`src/rtl/glbl_pkg.sv`:
```
/*
  Global register package
  Shared widths, register offsets, reset values and bus structs
  for the SoC global register block
*/
`default_nettype none

package glbl_pkg;

  // --------------------------------------------------
  // Basic widths
  // --------------------------------------------------
  typedef logic [3:0]  reg_addr_t;
  typedef logic [31:0] reg_data_t;
  // One enable per byte lane
  typedef logic [3:0]  reg_be_t;

  // --------------------------------------------------
  // Register offsets
  // --------------------------------------------------
  localparam reg_addr_t ADDR_CHIP_ID   = 4'h0;
  localparam reg_addr_t ADDR_GLBL_CFG  = 4'h1;
  localparam reg_addr_t ADDR_INTR_MASK = 4'h2;
  localparam reg_addr_t ADDR_INTR_STAT = 4'h3;
  localparam reg_addr_t ADDR_MUX_SEL   = 4'h4;
  localparam reg_addr_t ADDR_SW_REG0   = 4'h5;
  localparam reg_addr_t ADDR_SW_REG1   = 4'h6;

  // Chip ID fields, ASCII "RD" manufacturer code
  localparam logic [15:0] MANU_ID    = 16'h8268;
  localparam logic [3:0]  TOTAL_CORE = 4'h4;

  // Scratch register reset values
  localparam reg_data_t SW_REG0_INIT = 32'h8273_8343;
  localparam reg_data_t SW_REG1_INIT = 32'h0005_0000;

  // --------------------------------------------------
  // Reset control bit positions
  // --------------------------------------------------
  localparam int RST_CPU_INTF_BIT = 0;
  localparam int RST_QSPIM_BIT    = 1;
  localparam int RST_SSPIM_BIT    = 2;
  localparam int RST_UART0_BIT    = 3;
  localparam int RST_I2CM_BIT     = 4;
  localparam int RST_USB_BIT      = 5;
  localparam int RST_UART1_BIT    = 6;
  localparam int RST_CPU_CORE_LSB = 8;
  localparam int RST_CPU_CORE_MSB = 11;

  // Single-cycle write request to the register blocks
  typedef struct packed {
    logic      wr;
    reg_addr_t addr;
    reg_data_t wdata;
    reg_be_t   be;
  } glbl_req_t;

  // Hardware interrupt sources, msb first
  typedef struct packed {
    logic       gpio;
    logic [1:0] ext;
    logic       usb;
    logic       i2cm;
    logic [2:0] timer;
  } hw_intr_t;

  // Active-low block resets
  typedef struct packed {
    logic [3:0] cpu_core;
    logic       usb;
    logic [1:0] uart;
    logic       i2cm;
    logic       sspim;
    logic       qspim;
    logic       cpu_intf;
  } blk_rst_t;

  // Byte-lane merge of write data into a register value
  function automatic reg_data_t be_merge(input reg_data_t cur,
                                         input reg_data_t wdata,
                                         input reg_be_t   be);
    reg_data_t res;
    res = cur;
    for (int i = 0; i < 4; i++) begin
      if (be[i]) res[i*8 +: 8] = wdata[i*8 +: 8];
    end
    return res;
  endfunction

endpackage

`default_nettype wire

```
`src/rtl/glbl_bus_if.sv`:
```
/*
  Global register bus front end
  Builds the one-cycle write request, the acknowledge strobe
  and the captured read data from the two register blocks
*/
`timescale 1ns/1ps
`default_nettype none

module glbl_bus_if (
  input  wire                    mclk,
  input  wire                    h_reset_n,

  // Register bus from the master
  input  wire                    reg_cs,
  input  wire                    reg_wr,
  input  wire glbl_pkg::reg_addr_t reg_addr,
  input  wire glbl_pkg::reg_data_t reg_wdata,
  input  wire glbl_pkg::reg_be_t   reg_be,

  // Read data from the register blocks
  input  wire glbl_pkg::reg_data_t cfg_rdata,
  input  wire glbl_pkg::reg_data_t intr_rdata,

  // Request to the register blocks
  output glbl_pkg::glbl_req_t    req,

  // Bus response
  output glbl_pkg::reg_data_t    reg_rdata,
  output logic                   reg_ack
);

  // --------------------------------------------------
  // Access qualifiers
  // --------------------------------------------------

  // New access starts when selected and not yet acked
  logic acc_start;
  glbl_pkg::reg_data_t rd_mux;

  assign acc_start = reg_cs & ~reg_ack;

  // Unmapped offsets read zero from both blocks
  assign rd_mux = cfg_rdata | intr_rdata;

  // Write strobe only in the cycle before the ack edge
  always_comb begin
    req.wr    = acc_start & reg_wr;
    req.addr  = reg_addr;
    req.wdata = reg_wdata;
    req.be    = reg_be;
  end

  // --------------------------------------------------
  // Ack and read data capture
  // --------------------------------------------------
  always_ff @(posedge mclk or negedge h_reset_n) begin
    if (!h_reset_n) begin
      reg_ack   <= 1'b0;
      reg_rdata <= '0;
    end else if (acc_start) begin
      // Pre-write value of this access
      reg_rdata <= rd_mux;
      reg_ack   <= 1'b1;
    end else begin
      reg_ack   <= 1'b0;
    end
  end

  // Ack is a single-cycle pulse per access
  a_ack_single: assert property (
    @(posedge mclk) disable iff (!h_reset_n)
    reg_ack |=> !reg_ack
  ) else $error("reg_ack high on two consecutive cycles");

endmodule

`default_nettype wire

```
`src/rtl/glbl_cfg_regs.sv`:
```
/*
  Global configuration registers
  Read-only chip ID, block reset control, pin select and two
  software scratch registers with byte-lane writes
*/
`timescale 1ns/1ps
`default_nettype none

module glbl_cfg_regs #(
  parameter logic [3:0] CHIP_ID  = 4'h5,
  parameter logic [7:0] CHIP_REV = 8'h01
) (
  input  wire                      mclk,
  input  wire                      h_reset_n,
  input  wire glbl_pkg::glbl_req_t req,

  output glbl_pkg::reg_data_t      rdata,
  output glbl_pkg::blk_rst_t       blk_rst_n,
  output glbl_pkg::reg_data_t      mux_sel
);

  // --------------------------------------------------
  // Register storage
  // --------------------------------------------------
  glbl_pkg::reg_data_t chip_id_word;
  glbl_pkg::reg_data_t glbl_cfg_q;
  glbl_pkg::reg_data_t mux_sel_q;
  glbl_pkg::reg_data_t sw_reg0_q;
  glbl_pkg::reg_data_t sw_reg1_q;

  // Per-register write strobes
  logic wr_glbl_cfg;
  logic wr_mux_sel;
  logic wr_sw_reg0;
  logic wr_sw_reg1;

  // Fixed ID word, manufacturer in the upper half
  assign chip_id_word = {glbl_pkg::MANU_ID, glbl_pkg::TOTAL_CORE, CHIP_ID, CHIP_REV};

  assign wr_glbl_cfg = req.wr && (req.addr == glbl_pkg::ADDR_GLBL_CFG);
  assign wr_mux_sel  = req.wr && (req.addr == glbl_pkg::ADDR_MUX_SEL);
  assign wr_sw_reg0  = req.wr && (req.addr == glbl_pkg::ADDR_SW_REG0);
  assign wr_sw_reg1  = req.wr && (req.addr == glbl_pkg::ADDR_SW_REG1);

  // All blocks held in reset until software releases them
  always_ff @(posedge mclk or negedge h_reset_n) begin
    if (!h_reset_n) begin
      glbl_cfg_q <= '0;
      mux_sel_q  <= '0;
      sw_reg0_q  <= glbl_pkg::SW_REG0_INIT;
      sw_reg1_q  <= glbl_pkg::SW_REG1_INIT;
    end else begin
      if (wr_glbl_cfg) glbl_cfg_q <= glbl_pkg::be_merge(glbl_cfg_q, req.wdata, req.be);
      if (wr_mux_sel)  mux_sel_q  <= glbl_pkg::be_merge(mux_sel_q, req.wdata, req.be);
      if (wr_sw_reg0)  sw_reg0_q  <= glbl_pkg::be_merge(sw_reg0_q, req.wdata, req.be);
      if (wr_sw_reg1)  sw_reg1_q  <= glbl_pkg::be_merge(sw_reg1_q, req.wdata, req.be);
    end
  end

  // --------------------------------------------------
  // Reset outputs
  // --------------------------------------------------
  always_comb begin
    blk_rst_n.cpu_intf = glbl_cfg_q[glbl_pkg::RST_CPU_INTF_BIT];
    blk_rst_n.qspim    = glbl_cfg_q[glbl_pkg::RST_QSPIM_BIT];
    blk_rst_n.sspim    = glbl_cfg_q[glbl_pkg::RST_SSPIM_BIT];
    blk_rst_n.uart[0]  = glbl_cfg_q[glbl_pkg::RST_UART0_BIT];
    blk_rst_n.i2cm     = glbl_cfg_q[glbl_pkg::RST_I2CM_BIT];
    blk_rst_n.usb      = glbl_cfg_q[glbl_pkg::RST_USB_BIT];
    blk_rst_n.uart[1]  = glbl_cfg_q[glbl_pkg::RST_UART1_BIT];
    // Four core resets from one nibble
    blk_rst_n.cpu_core = glbl_cfg_q[glbl_pkg::RST_CPU_CORE_MSB:glbl_pkg::RST_CPU_CORE_LSB];
  end

  // Multi-function pin select straight from the register
  assign mux_sel = mux_sel_q;

  // --------------------------------------------------
  // Read data
  // --------------------------------------------------
  always_comb begin
    case (req.addr)
      glbl_pkg::ADDR_CHIP_ID:  rdata = chip_id_word;
      glbl_pkg::ADDR_GLBL_CFG: rdata = glbl_cfg_q;
      glbl_pkg::ADDR_MUX_SEL:  rdata = mux_sel_q;
      glbl_pkg::ADDR_SW_REG0:  rdata = sw_reg0_q;
      glbl_pkg::ADDR_SW_REG1:  rdata = sw_reg1_q;
      // Other offsets belong to the interrupt block or are unmapped
      default:                 rdata = '0;
    endcase
  end

  // Chip ID survives a write to its own offset
  a_chip_id_ro: assert property (
    @(posedge mclk) disable iff (!h_reset_n)
    (req.wr && (req.addr == glbl_pkg::ADDR_CHIP_ID)) ##1
      (req.addr == glbl_pkg::ADDR_CHIP_ID) |-> $stable(rdata)
  ) else $error("chip ID read value changed by a write");

endmodule

`default_nettype wire

```
`src/rtl/glbl_intr_ctrl.sv`:
```
/*
  Global interrupt controller
  Mask and status registers with sticky hardware bits and
  the masked interrupt lines towards the core
*/
`timescale 1ns/1ps
`default_nettype none

module glbl_intr_ctrl (
  input  wire                      mclk,
  input  wire                      h_reset_n,
  input  wire glbl_pkg::glbl_req_t req,
  input  wire glbl_pkg::hw_intr_t  hw_intr,

  output glbl_pkg::reg_data_t      rdata,
  output logic [15:0]              irq_lines,
  output logic                     soft_irq,
  output logic [2:0]               user_irq
);

  // --------------------------------------------------
  // Decode and next state
  // --------------------------------------------------
  logic                wr_mask;
  logic                wr_stat;
  logic [19:0]         mask_q;
  logic [19:0]         stat_q;
  glbl_pkg::reg_data_t mask_nxt;
  glbl_pkg::reg_data_t stat_wr;
  logic [7:0]          hw_req;
  logic [7:0]          hw_clr;
  logic [7:0]          hw_nxt;
  logic [19:0]         irq_word;

  assign wr_mask = req.wr && (req.addr == glbl_pkg::ADDR_INTR_MASK);
  assign wr_stat = req.wr && (req.addr == glbl_pkg::ADDR_INTR_STAT);

  // Flatten the source struct into status bits 15:8
  assign hw_req = hw_intr;

  // Mask bits above 19 are not stored
  assign mask_nxt = glbl_pkg::be_merge({12'h0, mask_q}, req.wdata, req.be);

  // Plain lanes of status, lane 1 overridden below
  assign stat_wr = glbl_pkg::be_merge({12'h0, stat_q}, req.wdata, req.be);

  // Write one to clear, only with lane 1 enabled
  assign hw_clr = (wr_stat && req.be[1]) ? req.wdata[15:8] : 8'h00;

  // Hardware request wins over a clear in the same cycle
  assign hw_nxt = hw_req | (stat_q[15:8] & ~hw_clr);

  // --------------------------------------------------
  // Mask and status registers
  // --------------------------------------------------
  always_ff @(posedge mclk or negedge h_reset_n) begin
    if (!h_reset_n) begin
      mask_q <= '0;
      stat_q <= '0;
    end else begin
      if (wr_mask) mask_q <= mask_nxt[19:0];
      // Software bits 7:0 and 19:16
      if (wr_stat) begin
        stat_q[7:0]   <= stat_wr[7:0];
        stat_q[19:16] <= stat_wr[19:16];
      end
      // Sticky hardware bits latch every cycle
      stat_q[15:8] <= hw_nxt;
    end
  end

  // --------------------------------------------------
  // Interrupt outputs
  // --------------------------------------------------
  assign irq_word  = mask_q & stat_q;
  assign irq_lines = irq_word[15:0];
  assign soft_irq  = irq_word[16];
  assign user_irq  = irq_word[19:17];

  // Read data for own offsets only
  always_comb begin
    case (req.addr)
      glbl_pkg::ADDR_INTR_MASK: rdata = {12'h0, mask_q};
      glbl_pkg::ADDR_INTR_STAT: rdata = {12'h0, stat_q};
      default:                  rdata = '0;
    endcase
  end

  // Every active hardware request shows up in status next cycle
  a_hw_latch: assert property (
    @(posedge mclk) disable iff (!h_reset_n)
    (hw_req != 8'h00) |=> ((stat_q[15:8] & $past(hw_req)) == $past(hw_req))
  ) else $error("hardware interrupt request not latched in status");

endmodule

`default_nettype wire

```
`src/rtl/glbl_reg_top.sv`:
```
/*
  Global register block top level
  Bus front end beside the configuration and interrupt
  register blocks
*/
`timescale 1ns/1ps
`default_nettype none

module glbl_reg_top #(
  parameter logic [3:0] CHIP_ID  = 4'h5,
  parameter logic [7:0] CHIP_REV = 8'h01
) (
  input  wire                      mclk,
  input  wire                      h_reset_n,

  // --------------------------------------------------
  // Register bus
  // --------------------------------------------------
  input  wire                      reg_cs,
  input  wire                      reg_wr,
  input  wire glbl_pkg::reg_addr_t reg_addr,
  input  wire glbl_pkg::reg_data_t reg_wdata,
  input  wire glbl_pkg::reg_be_t   reg_be,
  output glbl_pkg::reg_data_t      reg_rdata,
  output logic                     reg_ack,

  // Hardware interrupt sources
  input  wire glbl_pkg::hw_intr_t  hw_intr,

  // Block resets and pin muxing
  output glbl_pkg::blk_rst_t       blk_rst_n,
  output glbl_pkg::reg_data_t      mux_sel,

  // Interrupts to the core
  output logic [15:0]              irq_lines,
  output logic                     soft_irq,
  output logic [2:0]               user_irq
);

  // Internal request and read data
  glbl_pkg::glbl_req_t reg_req;
  glbl_pkg::reg_data_t cfg_rdata;
  glbl_pkg::reg_data_t intr_rdata;

  // Bus front end
  glbl_bus_if u_bus_if (
    .mclk       (mclk),
    .h_reset_n  (h_reset_n),
    .reg_cs     (reg_cs),
    .reg_wr     (reg_wr),
    .reg_addr   (reg_addr),
    .reg_wdata  (reg_wdata),
    .reg_be     (reg_be),
    .cfg_rdata  (cfg_rdata),
    .intr_rdata (intr_rdata),
    .req        (reg_req),
    .reg_rdata  (reg_rdata),
    .reg_ack    (reg_ack)
  );

  // Chip ID, reset control, pin select, scratch
  glbl_cfg_regs #(
    .CHIP_ID  (CHIP_ID),
    .CHIP_REV (CHIP_REV)
  ) u_cfg_regs (
    .mclk      (mclk),
    .h_reset_n (h_reset_n),
    .req       (reg_req),
    .rdata     (cfg_rdata),
    .blk_rst_n (blk_rst_n),
    .mux_sel   (mux_sel)
  );

  // Interrupt mask and status
  glbl_intr_ctrl u_intr_ctrl (
    .mclk      (mclk),
    .h_reset_n (h_reset_n),
    .req       (reg_req),
    .hw_intr   (hw_intr),
    .rdata     (intr_rdata),
    .irq_lines (irq_lines),
    .soft_irq  (soft_irq),
    .user_irq  (user_irq)
  );

endmodule

`default_nettype wire

```
`config.mk`:
```
export PLATFORM = sky130hd
export DESIGN_NAME = glbl_reg_top
export DESIGN_NICKNAME = d
export VERILOG_FILES = /design/src/rtl/glbl_pkg.sv /design/src/rtl/glbl_bus_if.sv /design/src/rtl/glbl_cfg_regs.sv /design/src/rtl/glbl_intr_ctrl.sv /design/src/rtl/glbl_reg_top.sv
export SDC_FILE = /design/constraint.sdc
export NUM_CORES = 1
export LEC_CHECK = 0
export ABC_AREA = 1
export BUFFER_PORTS_ARGS = -buffer_cell sky130_fd_sc_hd__buf_2
export CAP_MARGIN = 15
export CELL_PAD_IN_SITES_DETAIL_PLACEMENT = 1
export CELL_PAD_IN_SITES_GLOBAL_PLACEMENT = 1
export CORE_ASPECT_RATIO = 0.7
export CORE_MARGIN = 5
export CORE_UTILIZATION = 47
export CTS_BUF_LIST = sky130_fd_sc_hd__clkbuf_8
export DETAILED_ROUTE_END_ITERATION = 10
export PLACE_DENSITY = 0.92
export SLEW_MARGIN = 25
export SYNTH_ARGS = -nofsm -noshare
export SYNTH_HDL_FRONTEND = slang
export SYNTH_HIERARCHICAL = 1
export SYNTH_SLANG_ARGS = --single-unit
export TNS_END_PERCENT = 30
```
`constraint.sdc`:
```
create_clock -name mclk -period 3.5 [get_ports mclk]
set_input_delay 0.7 -clock mclk [delete_from_list [all_inputs] [get_ports mclk]]
set_output_delay 0.7 -clock mclk [all_outputs]
set_load 0.01 [all_outputs]
```
# == Yosys cells after proc, flatten, opt, wreduce, memory -nomap -nowiden ==
# Cells that the tools add are included.
# op_classes
mux,4
n_eq_ne,6
n_bitwise,8
n_reduce_logical,29
# op_table
cell,n
32-bit one-hot mux with 5 select lines,1
2-bit AND reduction,21
20-bit one-hot mux with 2 select lines,1
32-bit OR,1
20-bit bitwise AND,1
4-bit by 3-bit == test with 1-bit output (second input constant),3
8-bit bitwise AND,1
4-bit by 2-bit == test with 1-bit output (second input constant),2
8-bit 2-to-1 mux,1
8-bit NOT,1
8-bit OR,1
1-bit logical AND,7
4-bit by 1-bit == test with 1-bit output (second input constant),1
4-bit zero test,1
1-bit bitwise AND,2
1-bit 2-to-1 mux,1
1-bit NOT,1
# totals
word_cells,71
ff_bits,201

# == Depth between registers and ports, before layout ==
# Gate-level depths: netlist (run 1).
# logic_depth
ltp_word,9
ltp_mapped,13
depth_no_buf,11

# == Modules after synthesis ==
# Netlist (run 1), hierarchy kept.
# by_module_without_submodules
module,n_inst,cells_each,area_each_um2
glbl_cfg_regs,1,892,6543.8
glbl_intr_ctrl,1,313,2207.1
glbl_bus_if,1,277,1924.3

# == Least setup slack after synthesis (run 1) ==
# OpenSTA, ideal clock, no wires.
# synth_timing
path_kind,input to register
startpoint,input reg_cs
endpoint,register u_cfg_regs.sw_reg0_q[12]
slack_ns,1.485
setup_time_ns,0.066
arrival_ns,1.949
cell_stages,8
path_cell_list,nand2_2 -> buf_4 -> nor2_1 -> buf_2 -> buf_2 -> clkbuf_1 -> nand4_1 -> nand2_1
# synth_lines
item,line,source
"start, declared",glbl_reg_top.sv:19,"input wire reg_cs,"
"end signal, assigned",glbl_cfg_regs.sv:50,sw_reg0_q <= glbl_pkg::SW_REG0_INIT;
"end signal, assigned",glbl_cfg_regs.sv:55,"if (wr_sw_reg0) sw_reg0_q <= glbl_pkg::be_merge(sw_reg0_q, req.wdata, req.be);"
"end, declared",glbl_cfg_regs.sv:28,glbl_pkg::reg_data_t sw_reg0_q;

==> metrics.yaml, run 1 <==
worst_setup_path:
  arrival_ps: 2600
  cp-end-kind: "flop"
  setup.worst_path.start_class: "flop"
  cp_slowest_stage_delay_ps: 460
  crit_path_cell_trace: "inv_1 > nand2_2 > nor2_4 > buf_4 > inv_2 > nor2_4 > nand2_2 > nand2_1 > nand2_1"
  cp_slowest_cell: "buf_4"
  crit_family: "simple AND/OR/NAND/NOR gates"
  crit_required_ps: 3900
  path_buf_inv: 3
  crit_path_max_fanout: 42
  critical_path_class: "reg2reg"
routing:
  drt-initial-drc-count: 725
  wire_per_inst_um: 17.90
  vias: 10033
  avgViaCountPerCell: 5.258
  dr.pass1.iters: 4
  wl_met2_mm: 16.73
  drc: 0
  ant_nets: 0
  wl_met3_mm: 2.045
  drt-met1-wl_mm: 14.52
  finalWirelength_mm: 34.16
  dr.max_layer_used: "met4"
pwr:
  total_power_uw: 5560
  ir_drop_mv: 0.2273
  powerDensity_mw_per_mm2: 465.6
  leakagePower_uw: 0.007067
synthesis:
  seq_area_frac_synth: 0.4729
  synth-main-ff-cell: "dfrtp_1"
  synth_top_area_cell: "dfrtp_1"
  synthDistinctLibCells: 22
  synth_common_cells: "729 x nand2_1, 186 x dfrtp_1, 150 x inv_1, 114 x nand3_1, 81 x buf_4"
  syn_inst: 1482
  synth.most_common_cell: "nand2_1"
  synthTopCellsByArea: "dfrtp_1 44%, nand2_1 26%, buf_4 5.7%"
  synth_area_mm2: 0.01068
  synth_edf_count: 0
  synth-seq-cells: 201
  synth_area_per_cell_um2: 7.203
  netlist.area_leader.share: 0.4360
  async_reset_ff_frac: 1.000
  synth_warnings: 6
sta:
  worstMarginPinSlew_ps: 959.4
  period_minus_slack_ps: 2203
  report.final.slew_viol_count: 0
  period_share: 0.6294
  hold_violations: 0
  clock_skew_ps: 15.77
  setup_ws_ps: 1297
  slew-limit-headroom: 0.3589
  finalSetupViolations: 0
  max_freq_mhz: 453.9
  setup_tns_ps: 0
  rsz0062_at_grt: "no"
grt:
  grt_usage: 0.2656
  grt_pass1_wl_mm: 55.40
  antenna_found_initial: 2
  grt_max_degree: 77
  grt_overflow: 0
  grt_pass1_vias: 10634
finish:
  nFillCells: 2958
  synthToLayoutAreaGrowth_pct: 11.85
  drive_above_1_share: 0.1757
  finalNonFillerCells: 1908
  ff_latch_area_mm2: 0.005049
  final_nets: 1620
  multi_input_area_mm2: 0.004205
clock_tree:
  cts_sinks: 201
  root_buffer: "clkbuf_8"
  numCtsBuffers: 34
  insertion_delay_ps: 520
  h-tree-depth: 2
  clk_pin_slew_ps: 70
  ctsResizeCount: 0
  cts_tree: "done"
  cts_setup_buffers: 0
  cts-hold-fix-buffers: 0
  clockBufferDepth: 3
job:
  maxCapViolCount: 0
die:
  core_mm2: 0.02250
  die_area_mm2: 0.02587
  rows: 46
  design.portCount: 148
  floorplan.initialDensity: 0.4744
  die_h_um: 136.1
  fp.dieW_um: 190.1
placement:
  post-place-ws_ps: 762.5
  io_buffers: 147
  place_congestion: 0.8276
  dp_hpwl_mm: 22.85
  dpl.cell_count: 1844
run_status:
  status: "completed"
worst_hold_path:
  hp-class: "in2async"
[power by group]
part | internal, uW | switching, uW | leakage, uW | total [uW]
clock network | 1120 | 979 | 0.000411 | 2100
logic | 234 | 492 | 0.00403 | 726
registers | 2560 | 168 | 0.00262 | 2730
[sequential cells by signal, indices dropped and copies added (netlist names)]
register               flops
u_bus_if/reg_ack           1
u_bus_if/reg_rdata        32
u_cfg_regs/glbl_cfg_q     32
u_cfg_regs/mux_sel        32
u_cfg_regs/sw_reg0_q      32
u_cfg_regs/sw_reg1_q      32
u_intr_ctrl/mask_q        20
u_intr_ctrl/stat_q        20
[cell usage in the layout (no fill, tap or decap), types with 5 or more instances in the layout]
| cell | synthesis | routed |
|---|---|---|
| buf_4 | 81 | 18 |
| nand2_2 | 5 | 5 |
| nor2_4 | 4 | 6 |
| nand4_1 | 76 | 76 |
| o21ai_1 | 8 | 8 |
| dfstp_2 | 15 | 15 |
| nor2_2 | 8 | 7 |
| nand3_1 | 114 | 114 |
| clkbuf_8 | 0 | 45 |
| nand2_1 | 729 | 729 |
| nor2_1 | 15 | 14 |
| inv_1 | 150 | 167 |
| conb_1 | 1 | 12 |
| nand3_2 | 5 | 5 |
| buf_2 | 21 | 146 |
| dfrtp_1 | 186 | 186 |
| inv_2 | 25 | 25 |
[cell type report]
cell class | count | share of cell area
flip-flops and latches | 201 | 0.4228
clock buffers | 44 | 0.05072
inverters | 175 | 0.05501
clock inverters | 18 | 0.005763
repair buffers | 169 | 0.08037
diodes | 2 | 0.0004192
multi-input cells | 987 | 0.3522
well taps | 312 | 0.03269
[kinds of logic after synthesis]
group / after synthesis / share of synthesized area
other: 1 / 0.0003513
AO/OA/AOI/OAI: 16 / 0.008439
AND/OR/NAND/NOR: 959 / 0.3801
buffers and inverters: 305 / 0.1382
flip-flops: 201 / 0.4729
[per-layer routing]
layer  up-vias  track usage
met4         0      0.07855
met1      5007       0.3488
li1       4658            -
met3        66      0.04184
met2       302       0.4586
met5         -            0
[final timing paths]
path	depth (start not counted)	start	end	slack, ps
min reg2reg	2	u_cfg_regs/sw_reg0_q[22]$_DFFE_PN1P_	u_cfg_regs/sw_reg0_q[22]$_DFFE_PN1P_	460
max reg2reg	9	u_bus_if/reg_ack$_DFF_PN0_	u_intr_ctrl/mask_q[3]$_DFFE_PN0P_	1300
max	9	u_bus_if/reg_ack$_DFF_PN0_	u_intr_ctrl/mask_q[3]$_DFFE_PN0P_	1300
min	1	h_reset_n	u_cfg_regs/glbl_cfg_q[27]$_DFFE_PN0P_	150
min in group mclk	3	hw_intr[5]	u_intr_ctrl/stat_q[13]$_DFF_PN0_	360
max in group asynchronous	2	h_reset_n	u_cfg_regs/sw_reg1_q[16]$_DFFE_PN1P_	2470
[through the flow]
step	util	instance area, um2	hold WS [ps]
final	0.5306	11940	145.9
after global routing	0.5306	11940	154.0
after CTS	0.5304	11940	154.3
after detailed placement	0.5004	11260	453.9
after global placement	0.5004	11260	451.0
after floorplan	-	10720	404.4
No activity file was read; power rests on OpenSTA's default activity.
==> run 2: changes to the inputs <==
--- a/config.mk
+++ b/config.mk
@@ -12,10 +12,10 @@
 export CELL_PAD_IN_SITES_GLOBAL_PLACEMENT = 1
 export CORE_ASPECT_RATIO = 0.7
 export CORE_MARGIN = 5
-export CORE_UTILIZATION = 47
+export CORE_UTILIZATION = 43
 export CTS_BUF_LIST = sky130_fd_sc_hd__clkbuf_8
 export DETAILED_ROUTE_END_ITERATION = 10
-export PLACE_DENSITY = 0.92
+export PLACE_DENSITY = 0.85
 export SLEW_MARGIN = 25
 export SYNTH_ARGS = -nofsm -noshare
 export SYNTH_HDL_FRONTEND = slang
==> constraint.sdc (replaced) <==
create_clock -name mclk -period 2.1 [get_ports mclk]
set_input_delay 0.42 -clock mclk [delete_from_list [all_inputs] [get_ports mclk]]
set_output_delay 0.42 -clock mclk [all_outputs]
set_load 0.01 [all_outputs]
==> metrics.yaml, run 2 (synthesis gave the netlist of run 1 again) <==
run_status:
  status: "completed"
worst_setup_path:
  crit_top_cell: "nand2_1"
  crit_path_cell_trace: "inv_1 > nand2_2 > nor2_4 > buf_12 > buf_4 > nand3_1 > nand2_1 > nand2_1"
  r2r_slack_ps: 230
  crit_path_max_fanout: 50
  crit_required_ps: 2510
  setup.worst_path.start_class: "flop"
  reg2regPathDepth: 8
  cp-end-kind: "flop"
  arrival_ps: 2280
  reg2reg_from: "u_bus_if/reg_ack$_DFF_PN0_"
  cp_slowest_cell: "dfrtp_1"
  r2r-end: "u_cfg_regs/sw_reg1_q[7]$_DFFE_PN0P_"
  critical_path_class: "reg2reg"
  cp_slowest_stage_delay_ps: 420
pwr:
  comb_power_share: 0.132
  swShare: 0.2916
  clkPwrFrac: 0.387
  leakagePower_uw: 0.007195
  ir_drop_mv: 0.4405
  power_switching_uw: 2753
  powerDensity_mw_per_mm2: 773.4
  pwr-share-seq: 0.482
  p_int_uw: 6688
die:
  die_area_mm2: 0.02813
  core_mm2: 0.02456
  design.portCount: 148
  die_h_um: 141.8
  fp.dieW_um: 198.3
  floorplan.initialDensity: 0.4346
  rows: 48
grt:
  grt_overflow: 0
  grt_pass1_vias: 10210
  antenna_found_initial: 2
  grt_pass1_wl_mm: 55.20
  grt_max_degree: 60
  grt_usage: 0.2446
sta:
  hold_violations: 0
  setup_ws_ps: 232.0
  report.final.slew_viol_count: 0
  finalSetupViolations: 0
  clock_skew_ps: 17.93
  setup_tns_ps: 0
  timing.hold.ws_ps: 70.29
  period_minus_slack_ps: 1868
  slew-limit-headroom: 0.5986
  period_share: 0.8895
  max_freq_mhz: 535.3
  rsz0062_at_grt: "no"
  worstMarginPinSlew_ps: 600.7
worst_hold_path:
  whs_endpoint: "u_intr_ctrl/stat_q[9]$_DFF_PN0_"
  hp-class: "in2reg"
  min_delay_path_depth: 3
  worstHoldStart: "hw_intr[1]"
placement:
  dp_hpwl_mm: 23.59
  io_buffers: 147
  place_congestion: 0.8270
  post-place-ws_ps: 132.3
routing:
  finalWirelength_mm: 34.30
  drc: 0
  ant_nets: 0
  wire_per_inst_um: 17.67
  dr.pass1.iters: 5
  avgViaCountPerCell: 5.156
  vias: 10007
  drt-initial-drc-count: 563
clock_tree:
  insertion_delay_ps: 540
  ctsResizeCount: 0
  clockBufferDepth: 3
  cts_sinks: 201
  cts_tree: "done"
  clk_pin_slew_ps: 60
  h-tree-depth: 2
  numCtsBuffers: 36
  root_buffer: "clkbuf_8"
finish:
  final_cell_mix: "729 x nand2_1, 186 x dfrtp_1, 163 x inv_1, 146 x buf_2, 114 x nand3_1"
  drive_above_1_share: 0.1882
  ff_latch_area_mm2: 0.005049
  nFillCells: 3176
  multi_input_area_mm2: 0.004205
  synthToLayoutAreaGrowth_pct: 14.36
  layout_commonest_cell: "nand2_1"
  final_nets: 1643
job:
  maxCapViolCount: 0
run 2: cell count changes in the layout (fill, tap and decap cells not counted):
cell,change
buf_4,+15
inv_1,-4
diode_2,-1
dlygate4sd3_1,+1
clkbuf_8,+3
buf_12,+5
clkinv_2,+1
run 2: routing by layer:
metal  vias to the layer above  wire length, um  GRT usage
li1                       4695                -          -
met1                      4996            15540     0.3373
met2                       261            16330     0.4104
met3                        53             1859    0.04011
met4                         2              566    0.05071
met5                         -                7          0
run 2: metrics by stage:
| step | power, uW | util | cells | area, um2 |
|---|---|---|---|---|
| 2_1_floorplan | 5317 | - | 1493 | 10720 |
| 3_3_place_gp | 5792 | 0.4678 | 1877 | 11490 |
| 3_5_place_dp | 5854 | 0.4678 | 1877 | 11490 |
| 4_1_cts | 9573 | 0.4969 | 1940 | 12210 |
| 5_1_grt | 9941 | 0.4970 | 1941 | 12210 |
| 6_report | 9442 | 0.4970 | 1941 | 12210 |
run 2: cell type report:
type                       instances  area share
clock inverter                    15    0.004817
sequential                       201      0.4135
clock buffer                      47     0.05299
multi-input combinational        987      0.3445
tap                              325     0.03331
timing repair buffer             190     0.09685
antenna                            1   0.0002050
inverter                         175     0.05381
run 2: worst max-delay path: cells and delay by family, from the launching register on:
| kind | cells | cell delay (ps) |
|---|---|---|
| flip-flops | 1 | 420 |
| buffers and inverters | 3 | 620 |
| AND/OR/NAND/NOR | 5 | 680 |
run 2: how the worst max path moves through the flow:
stage                                from                                    to  slack [ps]
6_report       u_bus_if/reg_ack$_DFF_PN0_   u_cfg_regs/sw_reg1_q[7]$_DFFE_PN0P_         230
4_1_cts        u_bus_if/reg_ack$_DFF_PN0_   u_cfg_regs/sw_reg1_q[7]$_DFFE_PN0P_         220
3_5_place_dp                  reg_addr[3]  u_cfg_regs/sw_reg0_q[26]$_DFFE_PN0P_         130
2_1_floorplan  u_bus_if/reg_ack$_DFF_PN0_  u_cfg_regs/sw_reg0_q[12]$_DFFE_PN0P_         260
3_3_place_gp                  reg_addr[3]  u_cfg_regs/sw_reg1_q[20]$_DFFE_PN0P_         220
5_1_grt        u_bus_if/reg_ack$_DFF_PN0_   u_cfg_regs/sw_reg1_q[0]$_DFFE_PN0P_          90
run 2: power by group through the flow:
stage | Clock (uW) | Sequential (uW) | Combinational (uW)
after floorplan | 0 | 4590 | 731
after global placement | 0 | 4590 | 1200
after detailed placement | 0 | 4600 | 1250
after CTS | 3770 | 4540 | 1260
after global routing | 3950 | 4590 | 1400
final | 3650 | 4550 | 1240
run 2: what timing repair did:
item | CTS | global route
hold endpoints to repair | 45 | 0
buffers inserted | 0 | 0
hold buffers | 1 | 0
